**src/logic/rvCorePkg.sv**
```systemverilog
package rvCorePkg;

    parameter int regAddrWidth = 5;

    // RV32I major opcodes, instr[6:0]
    typedef enum logic [6:0] {
        opLoad   = 7'b0000011,
        opStore  = 7'b0100011,
        opOp     = 7'b0110011,
        opOpImm  = 7'b0010011,
        opBranch = 7'b1100011,
        opJal    = 7'b1101111,
        opJalr   = 7'b1100111,
        opLui    = 7'b0110111,
        opAuipc  = 7'b0010111
    } opcodeT;

    // aluAdd must stay at zero so a cleared ID/EX register computes 0
    typedef enum logic [3:0] {
        aluAdd   = 4'd0,
        aluSub   = 4'd1,
        aluAnd   = 4'd2,
        aluOr    = 4'd3,
        aluXor   = 4'd4,
        aluSll   = 4'd5,
        aluSrl   = 4'd6,
        aluSra   = 4'd7,
        aluSlt   = 4'd8,
        aluSltu  = 4'd9,
        aluPassB = 4'd10
    } aluOpT;

    typedef enum logic [2:0] {
        resAlu     = 3'd0,
        resMem     = 3'd1,
        resPcPlus4 = 3'd2 // link value for jal/jalr
    } resultSrcT;

    typedef enum logic [2:0] {
        immI = 3'd0,
        immS = 3'd1,
        immB = 3'd2,
        immU = 3'd3,
        immJ = 3'd4
    } immSrcT;

endpackage
```
**src/logic/regFile.sv**
```systemverilog
`timescale 1ns/1ns

module regFile
    import rvCorePkg::*;
#(
    parameter int XLEN = 32
)
(
    input  logic                    clk,
    input  logic                    reset,
    input  logic                    wbEn,
    input  logic [regAddrWidth-1:0] wbRd,
    input  logic [regAddrWidth-1:0] rs1,
    input  logic [regAddrWidth-1:0] rs2,
    input  logic [XLEN-1:0]         wbData,
    output logic [XLEN-1:0]         rd1,
    output logic [XLEN-1:0]         rd2
);

    logic [XLEN-1:0] regs [1:31]; // x0 has no storage
    logic            wbLive;

    assign wbLive = wbEn && (wbRd != '0);

    always_ff @(posedge clk, posedge reset)
    begin
        if (reset)
        begin
            for (int i = 1; i < 32; i++)
                regs[i] <= '0;
        end
        else if (wbLive)
        begin
            regs[wbRd] <= wbData;
        end
    end

    // write-through so a same-cycle writeback is seen by decode
    always_comb
    begin
        if (rs1 == '0)
            rd1 = '0;
        else if (wbLive && wbRd == rs1)
            rd1 = wbData;
        else
            rd1 = regs[rs1];

        if (rs2 == '0)
            rd2 = '0;
        else if (wbLive && wbRd == rs2)
            rd2 = wbData;
        else
            rd2 = regs[rs2];
    end

    // a written register holds the new data from the next cycle on
    writeIsStored: assert property (@(posedge clk) disable iff (reset)
        wbLive |=> (regs[$past(wbRd)] == $past(wbData)))
        else $error("register write was not stored");

endmodule

```
**config.mk**
```make
export PLATFORM = sky130hd
export DESIGN_NAME = regFile
export DESIGN_NICKNAME = d
export VERILOG_FILES = /design/src/logic/rvCorePkg.sv /design/src/logic/regFile.sv
export SDC_FILE = /design/constraint.sdc
export NUM_CORES = 2
export LEC_CHECK = 0
export ABC_AREA = 1
export BUFFER_PORTS_ARGS = -buffer_cell sky130_fd_sc_hd__buf_2
export CELL_PAD_IN_SITES_DETAIL_PLACEMENT = 0
export CELL_PAD_IN_SITES_GLOBAL_PLACEMENT = 1
export CORE_ASPECT_RATIO = 1.25
export CORE_MARGIN = 5
export CORE_UTILIZATION = 43
export CTS_BUF_LIST = sky130_fd_sc_hd__clkbuf_2
export CTS_CLUSTER_DIAMETER = 30
export DETAILED_ROUTE_END_ITERATION = 10
export PLACE_DENSITY_LB_ADDON = 0.1
export RECOVER_POWER = 50
export SETUP_SLACK_MARGIN = 0.1
export SLEW_MARGIN = 20
export SYNTH_ARGS = -nofsm -noshare
export SYNTH_HDL_FRONTEND = slang
export SYNTH_SLANG_ARGS = --single-unit
```
**constraint.sdc**
```tcl
create_clock -name clk -period 29.5 [get_ports clk]
set_input_delay 2.95 -clock clk [delete_from_list [all_inputs] [get_ports clk]]
set_output_delay 2.95 -clock clk [all_outputs]
set_load 0.01 [all_outputs]
```
# Word-level counts from Yosys, hierarchy flattened
# Cells that the tools add are included.
[word_totals]
regBits = 992
latchBits = 0
ramBits = 0
mem_bits_ro = 0
inputBits = 50
output_inout_bits = 64
wordCells = 60
memories = 0
[op_classes]
addsub = 0
mul = 0
div = 0
order_cmp = 4
n_eq_ne = 2
n_shift = 0
n_mux = 13
n_bitwise = 3
reduce_logical = 7
[ops]
columns = ["op", "count"]
rows = [
  ["992-bit bitwise mux", 1],
  ["32-bit binary-select mux with 5-bit select", 2],
  ["32-bit two-way mux", 9],
  ["32-bit demux with 5-bit select", 1],
  ["6-bit greater-or-equal comparator, second input constant", 3],
  ["5-bit inverter with 6-bit output", 3],
  ["5-bit == test", 2],
  ["5-bit logical NOT", 2],
  ["6-bit by 1-bit < comparator with 1-bit output, second input constant", 1],
  ["5-bit nonzero test", 1],
  ["1-bit logical AND", 4],
]

# Depth between registers and ports, before layout
[depth]
ltp_word = 6
ltp_mapped = 12

# Worst setup path before layout
# OpenSTA, ideal clock, no wires.
[synth_timing]
kind = "input port to output port"
from = "input rs1[0]"
to = "output rd1[0]"
t_arrival_ns = 4.132
required_time_ns = 26.550
slack_ns = 22.418
cell_stages = 12
path_buffers = 4
cell_sequence = "buf_2 inv_2 buf_2 buf_2 buf_2 nand2_1 nand3_1 nand3_1 nand3_1 nand3_1 nand3_1 nand2_1"
[synth_between]
elab_chain_len = 6
word_cells_on_any_way = 9
[synth_rtl]
columns = ["item", "line", "text"]
rows = [
  ["start, declared", "regFile.sv:13", "input logic [regAddrWidth-1:0] rs1,"],
  ["5-bit inverter with 6-bit output (implied by the code)", "regFile.sv:46", "rd1 = regs[rs1];"],
  ["32-bit binary-select mux with 5-bit select", "regFile.sv:46", ""],
  ["32-bit two-way mux (implied by the code) (2 in a row)", "regFile.sv:46", ""],
  ["32-bit two-way mux", "regFile.sv:43", "else if (wbLive && wbRd == rs1)"],
  ["32-bit two-way mux *", "regFile.sv:41", "if (rs1 == '0)"],
  ["end, declared", "regFile.sv:16", "output logic [XLEN-1:0] rd1,"],
]
# Every way passes the cells marked *; elsewhere a longest branch is shown, timed or not. The select of a mux whose other input is x is not followed.

==> impl_metrics.toml <==
[timing]
hold_violations = 0
fin_worst_skew_ns = 0
final_max_slew_viol_count = 1841
fin_crit_sh = 0.420
slew_headroom = -4.53
fmax_mhz = 80.6
rsz0062_at_grt = "false"
holdWs_ns = 0.487
worst_slew_pin_slew_ns = 8.29
fin_crit_ns = 12.40
final.setup.tns_ns = 0
final-setup-viol-count = 0

[route]
first_pass_iters = 6
num_vias = 60000
drt_iter0_drc = 6393
drt_wl_total_um = 252000
routedWlPerCell_um = 23.7
ant_nets = 0
drc = 0
vias_per_cell = 5.66

[setup_path]
path_delay_family = "buffers and inverters"
crit_path_start = "reset"
crit_type = "in -> async"
worstReg2RegStart = "regs[811]"
cp_common_cell = "clkbuf_1"
worstPathCellList = "buf_2, clkinvlp_2, clkbuf_1, clkbuf_1"
start_kind = "input pin"
arrival_ns = 12.14
rrSetupSlack_ns = 28.60
critPathMaxStageDelay_ns = 5.95
slowest_stage = "clkbuf_1"
critPathBufInv = 4
required_ns = 29.24
crit_path_end_kind = "async pin"
path_max_fanout = 155

[clock_tree]
cts_setup_buffers = 0
cts_tree = "yes"
ctsHtreeMaxLevel = 5
cts.sinks = 992
clk_path_buf_depth = 4
cts.repair.resized = 0
cts_buffers = 316
cts_root_buffer = "clkbuf_2"
clk_latency_ns = 1.65
path_clk_slew_ns = 0.08
cts_hold_buf = 0

[placed_design]
globalplace.congestion = 0.832
portBuffers = 113
dpl.hpwl_um = 131000
dpl_cell_area_mm2 = 0.0592

[power_and_ir_drop]
p_leak_nw = 31.9
total_power_mw = 3.80
power_density_mw_per_mm2 = 61.7
max-vdd-ir-drop_mv = 0.0347

[finish]
final_cell_mix = "nand2_1 (3191), nand3_1 (1899), dfrtp_1 (992), inv_1 (977), o21ai_0 (889)"
drive_gt1_frac = 0.0762
area_growth_syn_to_layout_pct = 5.27
layout_commonest_cell = "nand2_1"
nets = 8677
postLayoutCellArea_mm2 = 0.0616
top_regs = "regs: 992 flops"
top_register = "regs"
largest_register_ffs = 992

[die]
die-width_um = 340
dieArea_mm2 = 0.144
pin_count = 114
row_count = 151
initial_core_util = 0.432
core-area_mm2 = 0.135
die_y_um = 422

[yosys]
syn_nets = 8870
synthAdderAreaFrac = 0
yosysTopAreaCell = "dfrtp_1"
synthXorXnorAreaFrac = 0.000898
synth_compound_area_frac = 0.0850
synth_area_mm2 = 0.0585
synthSimpleGateAreaFrac = 0.373
syn_avg_cell_area_um2 = 6.63
ys_seq_elements = 992
synthTopCellsByArea = "dfrtp_1 (42%), nand2_1 (20%), nand3_1 (16%)"
ys_warn_count = 0
yosysUniqueCellTypes = 26
netlist_instances = 8820
synth_top_family_by_area = "simple AND/OR/NAND/NOR gates"
synth-seq-area-share = 0.424
muxShareOfSynthArea = 0
synth_top_area_share = 0.424

[worst_hold_path]
worstHoldStart = "regs[174]"
min_path_type = "reg -> reg"

[global_route]
grt-ovfl-total = 0
grt_first_pass_wirelength_um = 372000
antenna_found_initial = 13
grt_pass1_vias = 57500
grt_max_degree = 189
track_usage = 0.342

[status]
violations = "capacitance limit, slew limit"
status = "complete, but fails checks"

[job]
drv_cap = 43
-- report_power, final --
part | internal (mW) | leakage, nW | switching (mW)
Sequential | 1.62 | 12.6 | 0.132
Combinational | 0.301 | 17.1 | 0.633
Clock | 0.449 | 2.11 | 0.664
-- layout make-up --
cell class	instances	area, um^2
clock buffer	416	2080
multi-input combinational	6112	26600
clock inverter	118	674
tap	1759	2200
timing repair buffer	210	1350
inverter	995	3790
fill	14600	73700
sequential	992	24800
antenna	6	15.0
-- through the flow --
step                 util  std cells  setup slack [ns]
floorplan               -       8820             12.88
global placement    0.438      10100             19.48
detailed placement  0.438      10100             19.52
CTS                 0.458      10600             19.50
global route        0.455      10600             14.67
finish              0.455      10600             17.10
-- worst min-delay path, stage by stage (launching register included) --
cell,delay (ns)
dfrtp_1,0.35
nand2_1,0.05
o21ai_0,0.06
-- synthesized netlist by cell type --
cell      number
a21oi_1        1
buf_1        101
buf_2        181
buf_4         29
buf_6          2
clkbuf_1     408
dfrtp_1      992
inv_1        980
inv_2         13
inv_4          2
nand2_1     3169
nand2_2       17
nand2_4        8
nand3_1     1897
nand3_2        2
nand4_1        1
nor2_1         2
nor2_2         2
nor2_4         5
nor3_1         1
nor3_4         8
nor4_4         1
o21ai_0      716
o21ai_1      276
xnor2_1        4
xor2_1         2
-- per-layer routing --
layer	wire (um)	part of all wire	global-route usage	up-vias
li1	-	-	-	27700
met2	115000	0.46	0.556	3041
met1	102000	0.41	0.441	28600
met4	12500	0.050	0.164	6
met5	35	0.00014	0	-
met3	21800	0.087	0.0662	690
-- worst paths after layout --
path	cells after the start	endpoint
min in group asynchronous	2	regs[213]
worst max-delay path	4	regs[126]
max in group clk	14	rd2[18]
worst max register to register	2	regs[811]
worst min register to register	2	regs[174]
worst min-delay path	2	regs[174]
-- cell families (layout without fill, tap and decap cells) --
family                 Yosys count  after routing
AND/OR/NAND/NOR               5113           5113
AO/OA/AOI/OAI                  993            993
flip-flops                     992            992
XOR/XNOR                         6              6
other                            0              6
buffers and inverters         1716           1739
Note: power is estimated with default switching activity, not from simulation.
