**src/logic/rvCorePkg.sv**
```systemverilog
package rvCorePkg;

    parameter int regAddrWidth = 5;

    // RV32I major opcodes, instr[6:0]
    typedef enum logic [6:0] {
        opLoad   = 7'b0000011,
        opStore  = 7'b0100011,
        opOp     = 7'b0110011,
        opOpImm  = 7'b0010011,
        opBranch = 7'b1100011,
        opJal    = 7'b1101111,
        opJalr   = 7'b1100111,
        opLui    = 7'b0110111,
        opAuipc  = 7'b0010111
    } opcodeT;

    // aluAdd must stay at zero so a cleared ID/EX register computes 0
    typedef enum logic [3:0] {
        aluAdd   = 4'd0,
        aluSub   = 4'd1,
        aluAnd   = 4'd2,
        aluOr    = 4'd3,
        aluXor   = 4'd4,
        aluSll   = 4'd5,
        aluSrl   = 4'd6,
        aluSra   = 4'd7,
        aluSlt   = 4'd8,
        aluSltu  = 4'd9,
        aluPassB = 4'd10
    } aluOpT;

    typedef enum logic [2:0] {
        resAlu     = 3'd0,
        resMem     = 3'd1,
        resPcPlus4 = 3'd2 // link value for jal/jalr
    } resultSrcT;

    typedef enum logic [2:0] {
        immI = 3'd0,
        immS = 3'd1,
        immB = 3'd2,
        immU = 3'd3,
        immJ = 3'd4
    } immSrcT;

endpackage
```
**src/logic/executeUnit.sv**
```systemverilog
`timescale 1ns/1ns

module executeUnit
    import rvCorePkg::*;
#(
    parameter int XLEN = 32
)
(
    input  aluOpT           aluOp,
    input  logic            aluSrcA,
    input  logic            aluSrcB,
    input  logic            jump,
    input  logic            jumpReg,
    input  logic            branch,
    input  logic [2:0]      funct3,
    input  logic [XLEN-1:0] rd1,
    input  logic [XLEN-1:0] rd2,
    input  logic [XLEN-1:0] pc,
    input  logic [XLEN-1:0] immExt,
    output logic [XLEN-1:0] aluResult,
    output logic [XLEN-1:0] writeData,
    output logic [XLEN-1:0] pcTarget,
    output logic            pcSrc
);

    localparam int shamtWidth = $clog2(XLEN);

    logic [XLEN-1:0]       srcA;
    logic [XLEN-1:0]       srcB;
    logic [shamtWidth-1:0] shamt;
    logic [XLEN-1:0]       jalrSum;
    logic                  isEq;
    logic                  isLt;
    logic                  isLtu;
    logic                  taken;

    assign srcA  = aluSrcA ? pc : rd1;
    assign srcB  = aluSrcB ? immExt : rd2;
    assign shamt = srcB[shamtWidth-1:0];

    always_comb
    begin
        case (aluOp)
            aluSub:   aluResult = srcA - srcB;
            aluAnd:   aluResult = srcA & srcB;
            aluOr:    aluResult = srcA | srcB;
            aluXor:   aluResult = srcA ^ srcB;
            aluSll:   aluResult = srcA << shamt;
            aluSrl:   aluResult = srcA >> shamt;
            aluSra:   aluResult = $signed(srcA) >>> shamt;
            aluSlt:   aluResult = {{(XLEN-1){1'b0}}, $signed(srcA) < $signed(srcB)};
            aluSltu:  aluResult = {{(XLEN-1){1'b0}}, srcA < srcB};
            aluPassB: aluResult = srcB; // lui
            default:  aluResult = srcA + srcB;
        endcase
    end

    // branch compare always looks at the registers, not the ALU operands
    assign isEq  = (rd1 == rd2);
    assign isLt  = ($signed(rd1) < $signed(rd2));
    assign isLtu = (rd1 < rd2);

    always_comb
    begin
        case (funct3)
            3'b000:  taken = isEq;
            3'b001:  taken = !isEq;
            3'b100:  taken = isLt;
            3'b101:  taken = !isLt;
            3'b110:  taken = isLtu;
            3'b111:  taken = !isLtu;
            default: taken = 1'b0;
        endcase
    end

    assign jalrSum   = rd1 + immExt;
    assign pcTarget  = jumpReg ? {jalrSum[XLEN-1:1], 1'b0} : pc + immExt;
    assign pcSrc     = jump | (branch & taken);
    assign writeData = rd2;

endmodule

```
**config.mk**
```make
export PLATFORM = sky130hd
export DESIGN_NAME = executeUnit
export DESIGN_NICKNAME = d
export VERILOG_FILES = /design/src/logic/rvCorePkg.sv /design/src/logic/executeUnit.sv
export SDC_FILE = /design/constraint.sdc
export NUM_CORES = 1
export LEC_CHECK = 0
export ABC_AREA = 1
export BUFFER_PORTS_ARGS = -buffer_cell sky130_fd_sc_hd__buf_2
export CAP_MARGIN = 5
export CORE_MARGIN = 2
export CORE_UTILIZATION = 40
export DETAILED_ROUTE_END_ITERATION = 8
export GPL_ROUTABILITY_DRIVEN = 0
export PLACE_DENSITY = 0.63
export SLEW_MARGIN = 20
export SYNTH_ARGS = -nofsm -noshare
export SYNTH_HDL_FRONTEND = slang
export SYNTH_SLANG_ARGS = --single-unit
```
**constraint.sdc**
```tcl
create_clock -name vclk -period 6.7
set_clock_uncertainty 0.1 [all_clocks]
set_input_delay 1.34 -clock vclk [all_inputs]
set_output_delay 1.34 -clock vclk [all_outputs]
set_load 0.005 [all_outputs]
```
# Word level (Yosys, flattened, before mapping)
# Cells that the tools add are included.
# totals
reg_bits,0
output_inout_bits,97
# op_classes
n_lt_le_gt_ge,4
n_mux,5
shifts,3
eq_ne,16
n_reduce_logical,4
add_sub_neg,4
bitwise,5
# ops
cell,n
$pmux 32 s10,1
$lt 32x32->1,4
$add 32x32->32,3
$mux 32,3
$and 32x32->32,1
$eq 32x32->1,1
$or 32x32->32,1
$shl 32x5->32,1
$shr 32x5->32,1
$sshr 32x5->32,1
$sub 32x32->32,1
$xor 32x32->32,1
$eq 4x3->1 const B,4
$eq 3x3->1 const B,4
$eq 4x4->1 const B,3
$eq 4x2->1 const B,2
$pmux 1 s6,1
$eq 4x1->1 const B,1
$eq 3x1->1 const B,1
$logic_not 1->1,3
$logic_not 3->1,1
$and 1x1->1,1
$or 1x1->1,1

# Depth between registers and ports, before layout
# Gate-level depths: netlist (run 1).
# logic_depth
word_depth,5
mapped_depth,23

# Worst setup path after synthesis (run 1)
# Ideal clock, no wire load.
# synth_timing
path_type,input to output
start,input port aluSrcB
end,output port aluResult[0]
t_arrival_ns,3.657
t_required_ns,5.260
setup_slack_ns,1.603
cell_stages,23
cell_sequence,buf_6 > inv_4 > buf_6 > nand2_1 > o21ai_4 > buf_2 > buf_2 > ha_1 > buf_2 > inv_1 > a21oi_1 > nand2_1 > nand2_1 > nand2_1 > a21oi_1 > inv_1 > nand2_1 > nand2_1 > nand2_1 > nand2_1 > nand2_1 > nand3_1 > nand3_1
# synth_between
elab_chain_len,3
elab_cells_between_ends,12
# synth_lines
element,line_no,rtl
from (decl),executeUnit.sv:11,"input logic aluSrcB,"
$mux 32 *,executeUnit.sv:38,assign srcB = aluSrcB ? immExt : rd2;
$add 32x32->32 (tied with other cells),executeUnit.sv:54,default: aluResult = srcA + srcB;
$pmux 32 s10 *,executeUnit.sv:43,case (aluOp)
to (decl),executeUnit.sv:20,"output logic [XLEN-1:0] aluResult,"
# Every way passes the cells marked *; elsewhere a longest branch is shown, timed or not.

# Worst setup path after layout (run 1)
# layout_timing
start,input port aluSrcB
end,output port aluResult[30]
# layout_between
elab_chain_len,3
elab_cells_between_ends,10
# layout_lines
element,line_no
$mux 32 *,executeUnit.sv:38
$add 32x32->32 (tied with other cells),executeUnit.sv:54
$pmux 32 s10 *,executeUnit.sv:43
# Marks and branches as above.

==> metrics, run 1 <==
outcome finished clean; Max VDD drop 0.0476 mV; area delta synth->final 8.49%; first-pass GRT wire length 112 mm; wire per inst 20.6 um; Cell variety after synth 54; vias post-DR 21.8k; WS Path Type in -> out; worst-path fanout max 24; GRT Overall Usage 35.5%; DRC Markers 0; Initial Util 40.4%; Syn Area/Cell 5.15 um^2; Post-DRT Antenna Nets 0; row count 72; max cap viols 0; Register Area 0 um^2; Hold Slack 2.76 ns; CP bufs+invs 5; Worst EP required 5.26 ns; RSZ-0062 raised after global routing no; worst-margin pin slew 1.11 ns; fin area 16,900 um^2; DR vias/cell 5.94; Placement Cell Area 16,900 um^2; initial drt markers 3,607; share of layout cells above drive strength 1 11.3%; CP max stage delay 0.62 ns; Max Clock Freq 0.160 GHz; # resized after CTS 0; final WL 75.9 mm; Critical Path Start Type primary input; Port-buffer cells 237; largest net degree at the start of global routing 68; leakage 9.19 nW; antenna violations before repair 2; Post-CTS Setup Bufs 0; critical path capture point type output pin; Die H 201 um; Detailed Routing Iterations Pass 1 7; yosys warns 0; Seq Cell Count 0; Nets 3,495; IO Pins 237; synthesized area 15,500 um^2; crit path time final 6.25 ns; final hold violations 0; part of the Yosys area used for sequential elements 0%; clock buf count 0; fin crit share 93.3%; Slew HR 25.8%; grt ovf 0; Detailed Place HPWL 63.6 mm; setup_tns 0 ns; Worst Hold Class in -> out; Mapped Cells 3,019; full die area 40,400 um^2; Slew Limit Fails 0; Power Dens Cells 112 nW/um^2; Chip Width 201 um; syn nets 3,353; area of the core 38,500 um^2; CP Cell Sequence buf_2, buf_4, o21ai_0, ha_1, inv_1, a21oi_1, inv_1, a31oi_1, and2_1, nor2_1, nor2_1, nand3_1, nand3_1, nand4_1, buf_2; # hold bufs at CTS 0; final setup fails 0; delay-heaviest family, CP buffers and inverters; vias in the first global route 19.5k; arrival time worst endpoint 4.81 ns; Crit-path slowest cell ha_1
layout make-up:
class                           instances  area [um^2]
Antenna cell                            1         2.50
Fill cell                            4524        21600
Inverter                              407         1530
Multi-Input combinational cell       2471        13200
Tap cell                              518          648
Timing Repair Buffer                  281         1520
cells in the final DEF (no fill, tap or decap), types with 8 or more instances in the layout:
master | netlist | layout
nand2_1 | 845 | 845
inv_1 | 392 | 391
nand3_1 | 383 | 383
nor2_1 | 264 | 264
buf_2 | 52 | 237
a21oi_1 | 233 | 233
o21ai_0 | 190 | 190
ha_1 | 190 | 190
buf_4 | 42 | 44
o21ai_1 | 41 | 40
nor3_1 | 38 | 38
o21ai_2 | 35 | 35
nand4_1 | 34 | 34
o22ai_1 | 28 | 28
a21o_1 | 24 | 24
xor2_1 | 18 | 18
o211ai_1 | 17 | 17
or2_2 | 13 | 13
or2_1 | 11 | 11
inv_2 | 10 | 11
o21a_1 | 11 | 11
or2_0 | 9 | 9
o21bai_1 | 9 | 9
nand3b_1 | 8 | 8
a221oi_1 | 8 | 8
logic make-up (layout without fill, tap and decap cells):
kind of cell	Yosys count	count (layout)	synth area share (%)
AOI/OAI and AO/OA	625	625	23.0
xor gates and xnor gates	23	23	1.30
adders and majority gates	194	194	15.8
buffers and inverters	548	688	15.4
muxes	2	2	0.129
other	0	1	0
and+or+nand+nor	1627	1627	44.3
stage by stage:
step           power [mW]  utilization (%)  instances  setup slack [ns]
4_1_cts              1.81             43.8       3677             0.582
3_5_place_dp         1.80             43.8       3677             0.588
3_3_place_gp         1.80             43.8       3677             0.597
6_report             1.90             43.8       3678             0.447
2_1_floorplan        1.19                -       3019              1.60
5_1_grt              2.04             43.8       3677             0.303
cells in the mapped netlist (4+ instances only):
cell type  instances  area share (%)
nor2_2             5            0.20
xnor2_1            5            0.28
xor2_1            18             1.0
or2_2             13            0.52
a21boi_0           4            0.19
a221oi_1           8            0.45
buf_6             14             1.0
a31oi_1            6            0.24
a21o_1            24             1.2
nand4_1           34             1.4
a21oi_1          233             7.5
o21bai_1           9            0.43
ha_1             190              15
nand3b_1           8            0.39
inv_1            392             9.5
buf_4             42             2.0
or2_0              9            0.36
or2_1             11            0.44
o21ai_0          190             6.1
fa_1               4            0.52
o21ai_1           41             1.3
nor4_1             6            0.24
o21ai_2           35             2.0
o21a_1            11            0.53
clkbuf_1          29            0.70
nor2_1           264             6.4
o22ai_1           28             1.1
nor3_1            38             1.2
buf_2             52             1.7
nand2_1          845              20
o211ai_1          17            0.82
inv_2             10            0.24
nand3_1          383              12
path summary, 6_finish.rpt:
check,from,endpoint,cells after the start
worst max-delay path,aluSrcB,aluResult[30],15
worst min-delay path,rd2[3],writeData[3],2
where the power goes:
group | switching [mW] | total, mW | internal, mW
sequential | 0 | 0 | 0
combinational | 1.31 | 1.90 | 0.581
clock | 0 | 0.0000000200 | 0.0000000200
per-layer routing:
layer	share of wire, %	GRT usage (%)
met4	8.1	22.3
met2	39	52.3
met5	0.017	0
met3	14	7.19
met1	38	47.2
Note: power is estimated with default switching activity, not from simulation.
==> inputs of run 2 (changes only) <==
==> constraint.sdc (replaced) <==
create_clock -name vclk -period 6.7
set_clock_uncertainty 0.1 [all_clocks]
set_input_delay 1.005 -clock vclk [all_inputs]
set_output_delay 1.005 -clock vclk [all_outputs]
set_load 0.005 [all_outputs]
==> run 2 against run 1 <==
Net effect:
- global-route usage up 1.1 points
- maximum frequency is 5.5% higher
- utilization is 0.36 points lower
- die area did not move
- routed wire length grew 2.9%
- non-clock buffer count fell by 21
- largest cell class unchanged
- critical endpoint is now aluResult[8]
- count of clock-buffer cells in the layout unchanged
- worst setup slack improved by 0.32 ns
==> metrics, run 2 (synthesis gave the netlist of run 1 again) <==
vias post-DR 21.9k; DR vias/cell 5.99; GRT Overall Usage 36.7%; Slew Limit Fails 0; # resized after CTS 0; met1 Usage GRT 47.9%; largest net degree at the start of global routing 68; crit path to aluResult[8]; critical path capture point type output pin; # hold bufs at CTS 0; vias in the first global route 19.6k; Chip Width 201 um; hold_sp rd2[1]; initial drt markers 3,484; crit path time final 5.93 ns; first-pass GRT wire length 115 mm; IO Pins 237; worst-path fanout max 45; full die area 40,400 um^2; Critical Path Start Type primary input; final WL 78.1 mm; wire per inst 21.3 um; Nets 3,474; setup_tns 0 ns; share of layout cells above drive strength 1 10.7%; met2 usage 54.5%; Fill cells 4,464; Register Area 0 um^2; Post-DRT Antenna Nets 0; area delta synth->final 7.59%; commonest non-fill, non-tap cell in the layout nand2_1; Slew HR 18.0%; RSZ-0062 raised after global routing no; Post-CTS Setup Bufs 0; worst-margin pin slew 1.22 ns; fin crit share 88.5%; DRC Markers 0; area of the core 38,500 um^2; Worst Hold Class in -> out; row count 72; Max Clock Freq 0.169 GHz; Worst EP required 5.59 ns; antenna violations before repair 7; Die H 201 um; crit path launch aluSrcA; Detailed Place HPWL 64.4 mm; grt ovf 0; grt met3 use 8.34%; most frequent cells in the layout 845 x nand2_1, 391 x inv_1, 383 x nand3_1; max cap viols 0; Initial Util 40.4%; Port-buffer cells 237; final hold violations 0; WS Path Type in -> out; outcome finished clean; Detailed Routing Iterations Pass 1 7; Seq Cell Count 0; final setup fails 0; busiest grt layer met2; arrival time worst endpoint 4.82 ns; clock buf count 0
run 2: changes by cell type in the layout (fill, tap and decap cells not counted):
cell / before / now
buf_12: 0 / 1
diode_2: 1 / 3
buf_4: 44 / 22
run 2: cell type report:
class	instances	area (um^2)	area share, %
multi-input combinational	2471	13200	78.7
inverter	407	1530	9.17
timing repair buffer	260	1370	8.20
tap	518	648	3.88
antenna	3	7.51	0.0449
run 2: worst min-delay path by stage:
stage | end | slack [ns] | cells after the start
2_1_floorplan | pcSrc | 1.99 | 2
3_3_place_gp | writeData[1] | 2.09 | 2
3_5_place_dp | writeData[1] | 2.10 | 2
4_1_cts | writeData[1] | 2.10 | 2
5_1_grt | writeData[1] | 2.10 | 2
6_report | writeData[1] | 2.09 | 2
run 2: critical path, cell delays in order:
cell and delay, ns:
buf_2 0.24, buf_12 0.25, o21ai_1 0.97, inv_1 0.10, ha_1 0.45, a21oi_1 0.26, o21ai_0 0.12, a21oi_1 0.28
inv_1 0.16, o21ai_0 0.50, nand3_1 0.24, buf_2 0.18
run 2: per-stage QoR:
step                utilization [%]  setup slack [ns]  hold WS (ns)  std cells  area, um^2
finish                         43.5             0.771          2.09       3659       16700
CTS                            43.5              1.07          2.10       3656       16700
detailed placement             43.5              1.07          2.10       3656       16700
floorplan                         -              2.27          1.99       3019       15500
global placement               43.5              1.13          2.09       3656       16700
global route                   43.5             0.738          2.10       3656       16700
run 2: metal layers:
metal  vias up  wire (um)  share of wire, %
li1      10200          -                 -
met1      9676      29600                38
met2      1719      31300                40
met3       293      11000                14
met4         4       6120               7.8
met5         -         22             0.028
