**config.mk**
```make
export PLATFORM = sky130hd
export DESIGN_NAME = immExtend
export DESIGN_NICKNAME = d
export VERILOG_FILES = /design/src/logic/rvCorePkg.sv /design/src/logic/immExtend.sv
export SDC_FILE = /design/constraint.sdc
export NUM_CORES = 1
export LEC_CHECK = 0
export BUFFER_PORTS_ARGS = -buffer_cell sky130_fd_sc_hd__clkbuf_2
export CORE_MARGIN = 5
export CORE_UTILIZATION = 39
export DETAILED_ROUTE_END_ITERATION = 10
export PLACE_DENSITY = 0.91
export RECOVER_POWER = 50
export SYNTH_ARGS = -nofsm -noshare
export SYNTH_HDL_FRONTEND = slang
export SYNTH_SLANG_ARGS = --single-unit
```
**constraint.sdc**
```tcl
create_clock -name vclk -period 2.8
set_clock_uncertainty 0.1 [all_clocks]
set_input_delay 0.42 -clock vclk [all_inputs]
set_output_delay 0.42 -clock vclk [all_outputs]
set_load 0.01 [all_outputs]
```
**src/logic/rvCorePkg.sv**
```systemverilog
package rvCorePkg;

    parameter int regAddrWidth = 5;

    // RV32I major opcodes, instr[6:0]
    typedef enum logic [6:0] {
        opLoad   = 7'b0000011,
        opStore  = 7'b0100011,
        opOp     = 7'b0110011,
        opOpImm  = 7'b0010011,
        opBranch = 7'b1100011,
        opJal    = 7'b1101111,
        opJalr   = 7'b1100111,
        opLui    = 7'b0110111,
        opAuipc  = 7'b0010111
    } opcodeT;

    // aluAdd must stay at zero so a cleared ID/EX register computes 0
    typedef enum logic [3:0] {
        aluAdd   = 4'd0,
        aluSub   = 4'd1,
        aluAnd   = 4'd2,
        aluOr    = 4'd3,
        aluXor   = 4'd4,
        aluSll   = 4'd5,
        aluSrl   = 4'd6,
        aluSra   = 4'd7,
        aluSlt   = 4'd8,
        aluSltu  = 4'd9,
        aluPassB = 4'd10
    } aluOpT;

    typedef enum logic [2:0] {
        resAlu     = 3'd0,
        resMem     = 3'd1,
        resPcPlus4 = 3'd2 // link value for jal/jalr
    } resultSrcT;

    typedef enum logic [2:0] {
        immI = 3'd0,
        immS = 3'd1,
        immB = 3'd2,
        immU = 3'd3,
        immJ = 3'd4
    } immSrcT;

endpackage
```
**src/logic/immExtend.sv**
```systemverilog
`timescale 1ns/1ns

module immExtend
    import rvCorePkg::*;
#(
    parameter int XLEN = 32
)
(
    input  logic [31:0]     instr,
    input  immSrcT          immSrc,
    output logic [XLEN-1:0] immExt
);

    logic sign;

    assign sign = instr[31];

    always_comb
    begin
        case (immSrc)
            immS:    immExt = {{(XLEN-12){sign}}, instr[31:25], instr[11:7]};
            immB:    immExt = {{(XLEN-12){sign}}, instr[7], instr[30:25], instr[11:8], 1'b0};
            immU:    immExt = {{(XLEN-31){sign}}, instr[30:12], 12'b0};
            immJ:    immExt = {{(XLEN-20){sign}}, instr[19:12], instr[20], instr[30:21], 1'b0};
            default: immExt = {{(XLEN-12){sign}}, instr[31:20]}; // immI and unused codes
        endcase
    end

endmodule

```
Yosys cells after proc, flatten, opt, wreduce, memory -nomap -nowiden
Index checks and enable logic that the tools add are counted.
{"block": "op_classes", "reduce_logical": 0, "div": 0, "multipliers": 0, "n_shift": 0, "magnitude_cmp": 0, "mux": 1, "n_bitwise": 0, "n_addsub": 0, "eq_ne": 4}
{"op": "31-bit one-hot mux with 4 select lines", "n": 1}
{"op": "3-bit by 2-bit equality test with 1-bit output (second input constant)", "n": 2}
{"op": "3-bit by 1-bit equality test with 1-bit output (second input constant)", "n": 1}
{"op": "3-bit equality test (second input constant)", "n": 1}
{"block": "totals", "wordCells": 5, "inputBits": 35, "register_bits": 0, "ramBits": 0, "output_inout_bits": 32, "mem_count": 0, "mem_bits_ro": 0, "latchBits": 0}

Depth between registers and ports, before layout
Gate-level depths: netlist of the first run.
{"block": "depth", "ltp_word": 2, "depth_mapped": 5, "ltp_nobuf": 3}

Worst setup path after synthesis of the first run
OpenSTA, ideal clock, no wires.
{"block": "synth_timing", "path_kind": "input to output", "startpoint": "input port immSrc[2]", "endpoint": "output port immExt[12]", "path_stages": 4, "n_path_buf": 1, "required_ns": 2.280, "slack_ns": 1.093, "t_arrival_ns": 1.187, "cell_sequence": "or3b_1 -> clkbuf_1 -> nor2_1 -> a211oi_1"}
{"block": "synth_between", "elab_chain_cells": 2, "word_cells_on_any_way": 5, "cone_classes": "eq/ne: 4; mux: 1"}
{"item": "start, declared", "line_no": "immExtend.sv:10", "source": "input immSrcT immSrc,"}
{"item": "3-bit equality test (tied with other cells)", "line_no": "immExtend.sv:20", "source": "case (immSrc)"}
{"item": "31-bit one-hot mux with 4 select lines (*)", "line_no": "immExtend.sv:20"}
{"item": "end, declared", "line_no": "immExtend.sv:11", "source": "output logic [XLEN-1:0] immExt"}
Every way passes the cells marked *; elsewhere a longest branch is shown, timed or not.

Worst setup path after layout of the first run
{"block": "layout_timing", "startpoint": "input port immSrc[2]", "endpoint": "output port immExt[18]"}
The elaborated chain is that of the path after synthesis.

==> results.txt, run 1 <==
- Global-route wire length before repair: 3305 µm
- Maximum cell stage delay along the critical path: 0.48 ns
- The total overflow left after global routing is 0.
- The worst path needs 2.406 ns of the cycle, external delays included.
- In this run the tightest slew margin relative to its limit is 57.39%.
- Number of port buffers: 60
- Walking the worst path, the cells encountered are clkbuf_1, nand2b_1, o22ai_1, a211oi_1, clkbuf_2.
- Number of top-level pins: 67
- Fraction of the yosys area taken by sequential cells: 0%
- Synthesis produced 90 cells.
- Vias in the first global route: 760
* Leakage power total: 0.4639 nW
- Layout cells sized above 1: 36.69%
* Number of clock-tree buffers in the layout: 0
* Die Span Y: 48.96 µm
- Maximum fanout along the worst path: 19
- Largest vdd supply drop: 0.07707 mV
* Estimated wirelength of the detail-placed design: 1663 µm
- The floorplan step set the die width to 48.96 µm.
- Post-CTS timing repair inserted 0 buffers for setup.
- Number of endpoints with negative hold slack in the final report: 0
* Remaining antenna violation count: 0
* Part of the cycle the worst path needs: 85.91%
* Simple-gate share of the synthesized area: 36.15%
- Antenna diode count: 0
- Routed Wire Length: 2104 µm
* Initial Util: 40.22%
* Initial antenna violation count: 0
* Class of the tightest hold or removal check: input pin to output pin
* All-Layer GR Usage: 15.61%
* Largest delay contributor family on the critical path: buffers and inverters
- Crit path DAT: 1.89 ns
- After detailed routing, the average wire length per cell comes to 13.57 µm.
* Area of the mapped netlist: 591.8 µm²
- Across the run, the number of max-cap violations was 0.
* Combined buffer and inverter count along the critical path: 2
- Final weighted congestion in routability-driven placement: 0.6994
- The flow ran to the end, and the final reports show no timing, DRC or antenna violations.
- Maximum number of pins on one net before global-route repair: 24
- Number of instances resized during post-cts repair: 0
- Using the TritonRoute via totals, the vias-per-cell ratio works out to 5.639.
- Final setup violation count: 0
- Class of the most critical setup path: input pin to output pin
* Final Net Count: 176
* DRC Markers: 0
- Sequential cell count: 0
* Number of core rows: 14
* Final max-slew violation count: 0
* Count of distinct cell types in the synthesized netlist: 25
* Net count of the mapped netlist: 125
- The slowest stage of the critical path belongs to the cell sky130_fd_sc_hd__clkbuf_1.
- Layout-stage area growth over the synthesis result: 39.96%
- Unrepaired setup endpoints after global routing: false
- Required time worst endpoint: 2.28 ns
- In this run the power density over the cells is 188.6 mW/mm².
- Adder-cell share of the synthesized area: 0%
- The worst setup path is captured at an output pin.
- Registers take 0 µm².
- Setup total negative slack on the finished layout was measured at 0 ns.
- By area, the combinational part of the netlist is dominated by compound AO/OA/AOI/OAI gates.
- The detailed router finished its first iteration with 7 violations.
- Averaged over all synthesized cells, the footprint is 6.576 µm².
- Summing the areas of all compound-gate instances in the mapped netlist gives 47.15% of the synthesized area.
* Utilization after layout: 56.29%
* Xor-xnor portion of the synthesized cell area: 0%
* Worst-Margin Slew: 0.6392 ns
- Type of origin of the critical path: input pin
- Mux share of post-synthesis cell area: 3.383%
- Hold repair after CTS inserted 0 buffers.
- The finished layout holds 155 standard cells, fillers aside.
- Area of the die: 0.002397 mm²
- Achievable frequency: 415.7 MHz
* Routed vias: 874
- First drt pass iteration count: 4
- The number of placed instances, taps included, is 155.
- The total area inside the core boundary comes to 0.001471 mm².
- Yosys warns: 0
[worst paths after layout]
kind,start,end,cells past startpoint
setup / recovery,immSrc[2],immExt[18],5
hold / removal,instr[27],immExt[27],3
[synthesized netlist by cell type (all sizes together) (2+ instances only)]
master	n	area (µm²)
a21o	11	82.58
nor2	8	30.03
a22o	2	17.52
inv	2	7.510
and3b	4	35.03
a211oi	8	60.06
buf	9	58.80
mux2i	2	20.02
a21oi	6	30.03
nand2	3	11.26
clkbuf	3	12.51
nand2b	2	12.51
and4bb	2	25.02
o22ai	8	50.05
nor2b	9	58.81
o21ai	6	30.03
[report_power, final]
group	switching, W	leakage [nW]	internal, W
sequential	0	0	0
clock	0	0	0
combinational	0.0000884	0.464	0.0000678
[tightest hold or removal path, stage by stage]
cell and delay (ns):
sky130_fd_sc_hd__clkbuf_2 0.08, sky130_fd_sc_hd__a21o_1 0.10, sky130_fd_sc_hd__clkbuf_2 0.12
[logic make-up (layout without fill, tap and decap cells)]
logic type	after synthesis	count (layout)
buffers and inverters	14	63
and+or+nand+nor	32	32
AOI/OAI and AO/OA	42	42
muxes	2	2
[placed cells by master, fill, tap and decap left out, drive strengths merged]
cell and instances:
a211oi 8, nor2 8, nor4bb 1, nor3 1
clkbuf 61, or3 1, and4bb 2, or3b 1
mux2i 2, a22o 2, a21oi 6, nor2b 9
o22ai 8, a32oi 1, nand2b 2, o21ai 6
inv 2, and3b 4, a21o 11, nand2 3
[routing by layer]
| metal | vias up | wire length, µm | track usage [%] |
|---|---|---|---|
| met5 | - | 0 | 0 |
| met4 | 0 | 0 | 0.8969 |
| met3 | 0 | 151 | 2.752 |
| met2 | 34 | 1122 | 31.30 |
| met1 | 401 | 830 | 17.27 |
| li1 | 439 | - | - |
[stage by stage]
stage | area, µm² | total power, W | worst slack [ns] | hold slack (ns)
floorplan | 591.8 | 0.00009546 | 1.093 | 0.8318
global placement | 848.3 | 0.0001565 | 0.6264 | 1.039
detailed placement | 848.3 | 0.0001609 | 0.5932 | 1.042
CTS | 848.3 | 0.0001613 | 0.5938 | 1.045
global route | 828.3 | 0.0001724 | 0.2632 | 1.062
finish | 828.3 | 0.0001563 | 0.3945 | 1.042
[cell type report]
cell class | count | area, µm²
Multi-Input combinational cell | 76 | 513.0
Fill cell | 161 | 643.1
Timing Repair Buffer | 61 | 287.8
Tap cell | 16 | 20.02
Inverter | 2 | 7.507
(Power assumes the default switching activity.)
==> run 2: changes to the inputs <==
--- a/config.mk
+++ b/config.mk
@@ -5,11 +5,13 @@
 export SDC_FILE = /design/constraint.sdc
 export NUM_CORES = 1
 export LEC_CHECK = 0
+export ABC_AREA = 1
 export BUFFER_PORTS_ARGS = -buffer_cell sky130_fd_sc_hd__clkbuf_2
 export CORE_MARGIN = 5
-export CORE_UTILIZATION = 39
+export CORE_UTILIZATION = 32
 export DETAILED_ROUTE_END_ITERATION = 10
-export PLACE_DENSITY = 0.91
+export MAX_ROUTING_LAYER = met4
+export PLACE_DENSITY = 0.9
 export RECOVER_POWER = 50
 export SYNTH_ARGS = -nofsm -noshare
 export SYNTH_HDL_FRONTEND = slang
==> results.txt, run 2 <==
- Share of power burned in combinational logic: 100.0% (about the same)
- For hold timing, the worst endpoint is immExt[31].
- The number of buffers inserted by port buffering came to 60 (unchanged).
* Average via count per standard cell: 4.667 (-17%)
- Critical hold path startpoint: instr[31]
- Power share of the sequential group: 0% (unchanged)
- The run finished with clean final reports.
* Final weighted congestion in routability-driven placement: 0.7712 (+10%)
- Cell types with the highest counts after synthesis: sky130_fd_sc_hd__nand2_1 (33), sky130_fd_sc_hd__inv_1 (9), sky130_fd_sc_hd__nand3_1 (8)
- The antenna diode count is 0 (unchanged).
* Max cap viols: 0 (unchanged)
- The flip-flop and latch count was 0 (unchanged).
* Type of origin of the critical path: input pin
- The average cell area after synthesis was 5.112 µm² (-22%).
- Number of hold-repair buffers added at the cts stage: 0 (unchanged)
* Most area-consuming cells after synthesis: sky130_fd_sc_hd__nand2_1 (30%), sky130_fd_sc_hd__o211ai_1 (13%), sky130_fd_sc_hd__nand3_1 (9.6%), sky130_fd_sc_hd__nand3_4 (8.4%), sky130_fd_sc_hd__inv_1 (8.1%)
- The final count of pins violating max slew came to 0 (unchanged).
* Proportion of netlist area held by the largest area contributor: 29.55% (+16 points)
- Area of the mapped netlist: 419.2 µm² (-29%)
- Maximum number of pins on one net before global-route repair: 20 (-17%)
- Rel. slew slack: 76.69% (+19 points)
- The total of clock buffers placed in the layout was 0 (unchanged).
- The required time of the critical path is 2.28 ns (about the same).
- Design Area, Final: 683.2 µm² (-18%)
- Hold slack: 1.015 ns (-0.02735 ns)
- The average detailed-routed wire length per instance came to 10.72 µm (-21%).
- Vias in the first global route: 595 (-22%)
- Combined buffer and inverter count along the critical path: 3 (+1)
* All-Layer GR Usage: 15.21% (-0.40 points)
* Fin Setup TNS: 0 ns (unchanged)
* Clock network power share: 0% (unchanged)
* Commonest cells after routing, fill and taps aside: sky130_fd_sc_hd__clkbuf_2 (48), sky130_fd_sc_hd__nand2_1 (34), sky130_fd_sc_hd__clkbuf_1 (12)
- Routed vias: 714 (-18%)
- The register area share after synthesis was 0% (unchanged).
* Area of the die: 0.002134 mm² (-11%)
- Net switching fraction of the power: 59.71% (+3.1 points)
- The number of instances on the worst hold path is 2 (-1).
* Count of distinct cell types in the synthesized netlist: 13 (-48%)
* Total power divided by cell area: 196.6 mW/mm² (+4.2%)
* Core region area: 0.001269 mm² (-14%)
* Power Internal: 0.00005412 W (-20%)
- Final setup violation count: 0 (unchanged)
- Among all cell types in the netlist, the one instantiated most often is sky130_fd_sc_hd__nand2_1.
- Class of the tightest hold or removal check: input pin to output pin
* Placed instance area: 700.7 µm² (-17%)
- The final wirelength was 1640 µm (-22%).
- Class of the most critical setup path: input pin to output pin
- Global-route wire length before repair: 2497 µm (-24%)
* Layout cells sized above 1: 39.13% (+2.4 points)
- Largest delay contributor family on the critical path: buffers and inverters
* GRT Residual Overflow: 0 (unchanged)
- Post-route worst setup slack: 0.7628 ns (+0.3683 ns)
- The achievable frequency was 490.9 MHz (+18%).
* Cell count after synthesis: 82 (-8.9%)
- Unrepaired setup endpoints after global routing: false
- Traced cell by cell, the critical path runs through clkbuf_1, nand3_4, inv_1, nand2_1, nand3_1, clkbuf_2.
- The x dimension of the die was 46.19 µm (-5.6%).
- The data arrival time of the worst path is 1.52 ns (-0.37 ns).
- Net count of the mapped netlist: 117 (-6.4%)
- Leaving out fill and tap cells, the most frequent cell in the layout is sky130_fd_sc_hd__clkbuf_2.
- Remaining antenna violation count: 0 (unchanged)
- Sequential cell area: 0 µm² (unchanged)
- The number of top-level pins was 67 (unchanged).
- First drt pass iteration count: 5 (+1)
* Number of inserted filler cells in the final layout: 145 (-9.9%)
- Estimated wirelength of the detail-placed design: 1487 µm (-11%)
- The net switching power came to 0.00008018 W (-9.3%).
- The starting density of the core is 33.04% (-7.2 points).
- Drt initial violations: 17 (+10)
- Largest area contributor in the netlist: sky130_fd_sc_hd__nand2_1
- DRC Markers: 0 (unchanged)
- For this design, the slowest cell found on the critical path is sky130_fd_sc_hd__clkbuf_1.
- The post-CTS setup-driven buffer insertion count is 0 (unchanged).
- The minimum period implied by the final worst setup slack came to 2.037 ns (-0.3683 ns).
- Die Span Y: 46.19 µm (-5.6%)
- The total number of yosys warnings is 0 (unchanged).
- The logic depth of the worst setup path including buffers was 6 (+1).
* Worst slack at placement: 0.9103 ns (+0.3172 ns)
- Number of instances resized during post-cts repair: 0 (unchanged)
- Worst-Margin Slew: 0.3496 ns (-0.2895 ns)
- Final Net Count: 175 (-0.57%)
* Number of endpoints with negative hold slack in the final report: 0 (unchanged)
* Layout-stage area growth over the synthesis result: 62.99%
- Largest vdd supply drop: 0.07957 mV (+3.3%)
* Leakage power total: 0.4393 nW (-5.3%)
* Number of core rows: 13 (-1)
- Area of the multi-input gates: 337.8 µm² (-34%)
- The largest stage delay on the critical path is 0.28 ns (-0.20 ns).
* Maximum fanout along the worst path: 11 (-8)
* Endpoint type of the worst setup path: output pin
- The initial antenna violation count came to 0 (unchanged).
- The final clock period utilization by the worst path came to 72.76% (-13 points).
run 2: cell families after synthesis:
family                 after synthesis  synth area share (%)
AND/OR/NAND/NOR                     56                 63.88
AO/OA/AOI/OAI                       11                 17.31
buffers and inverters               15                 18.80
run 2: how the worst max path moves through the flow:
stage,to,start,slack [ns]
finish,immExt[21],immSrc[1],0.76
global route,immExt[23],immSrc[1],0.66
CTS,immExt[28],immSrc[0],0.91
detailed placement,immExt[28],immSrc[0],0.91
global placement,immExt[26],immSrc[0],0.94
floorplan,immExt[26],immSrc[0],1.24
run 2: power by group through the flow:
stage	Combinational (W)	Sequential [W]	Clock [W]
3_3_place_gp	0.000137	0	0
5_1_grt	0.000149	0	0
6_report	0.000134	0	0
4_1_cts	0.000140	0	0
2_1_floorplan	0.0000740	0	0
3_5_place_dp	0.000140	0	0
run 2: layout make-up:
| cell class | count | share of cell area [%] |
|---|---|---|
| Inverter | 11 | 6.044 |
| Multi-Input combinational cell | 67 | 49.45 |
| Tap cell | 15 | 2.747 |
| Timing Repair Buffer | 60 | 41.76 |
run 2: metal layers:
metal | part of all wire, % | global-route usage [%] | routed length, µm
met1 | 35 | 16.59 | 578
met2 | 60 | 31.59 | 992
met3 | 4.3 | 0 | 70
met4 | 0 | 0 | 0
met5 | 0 | - | 0
run 2: metrics by stage:
| stage | total power [W] | util, % | instances |
|---|---|---|---|
| 3_3_place_gp | 0.0001368 | 55.23 | 153 |
| 3_5_place_dp | 0.0001402 | 55.23 | 153 |
| 4_1_cts | 0.0001404 | 55.23 | 153 |
| 6_report | 0.0001343 | 53.85 | 153 |
| 2_1_floorplan | 0.00007397 | - | 82 |
| 5_1_grt | 0.0001485 | 53.85 | 153 |
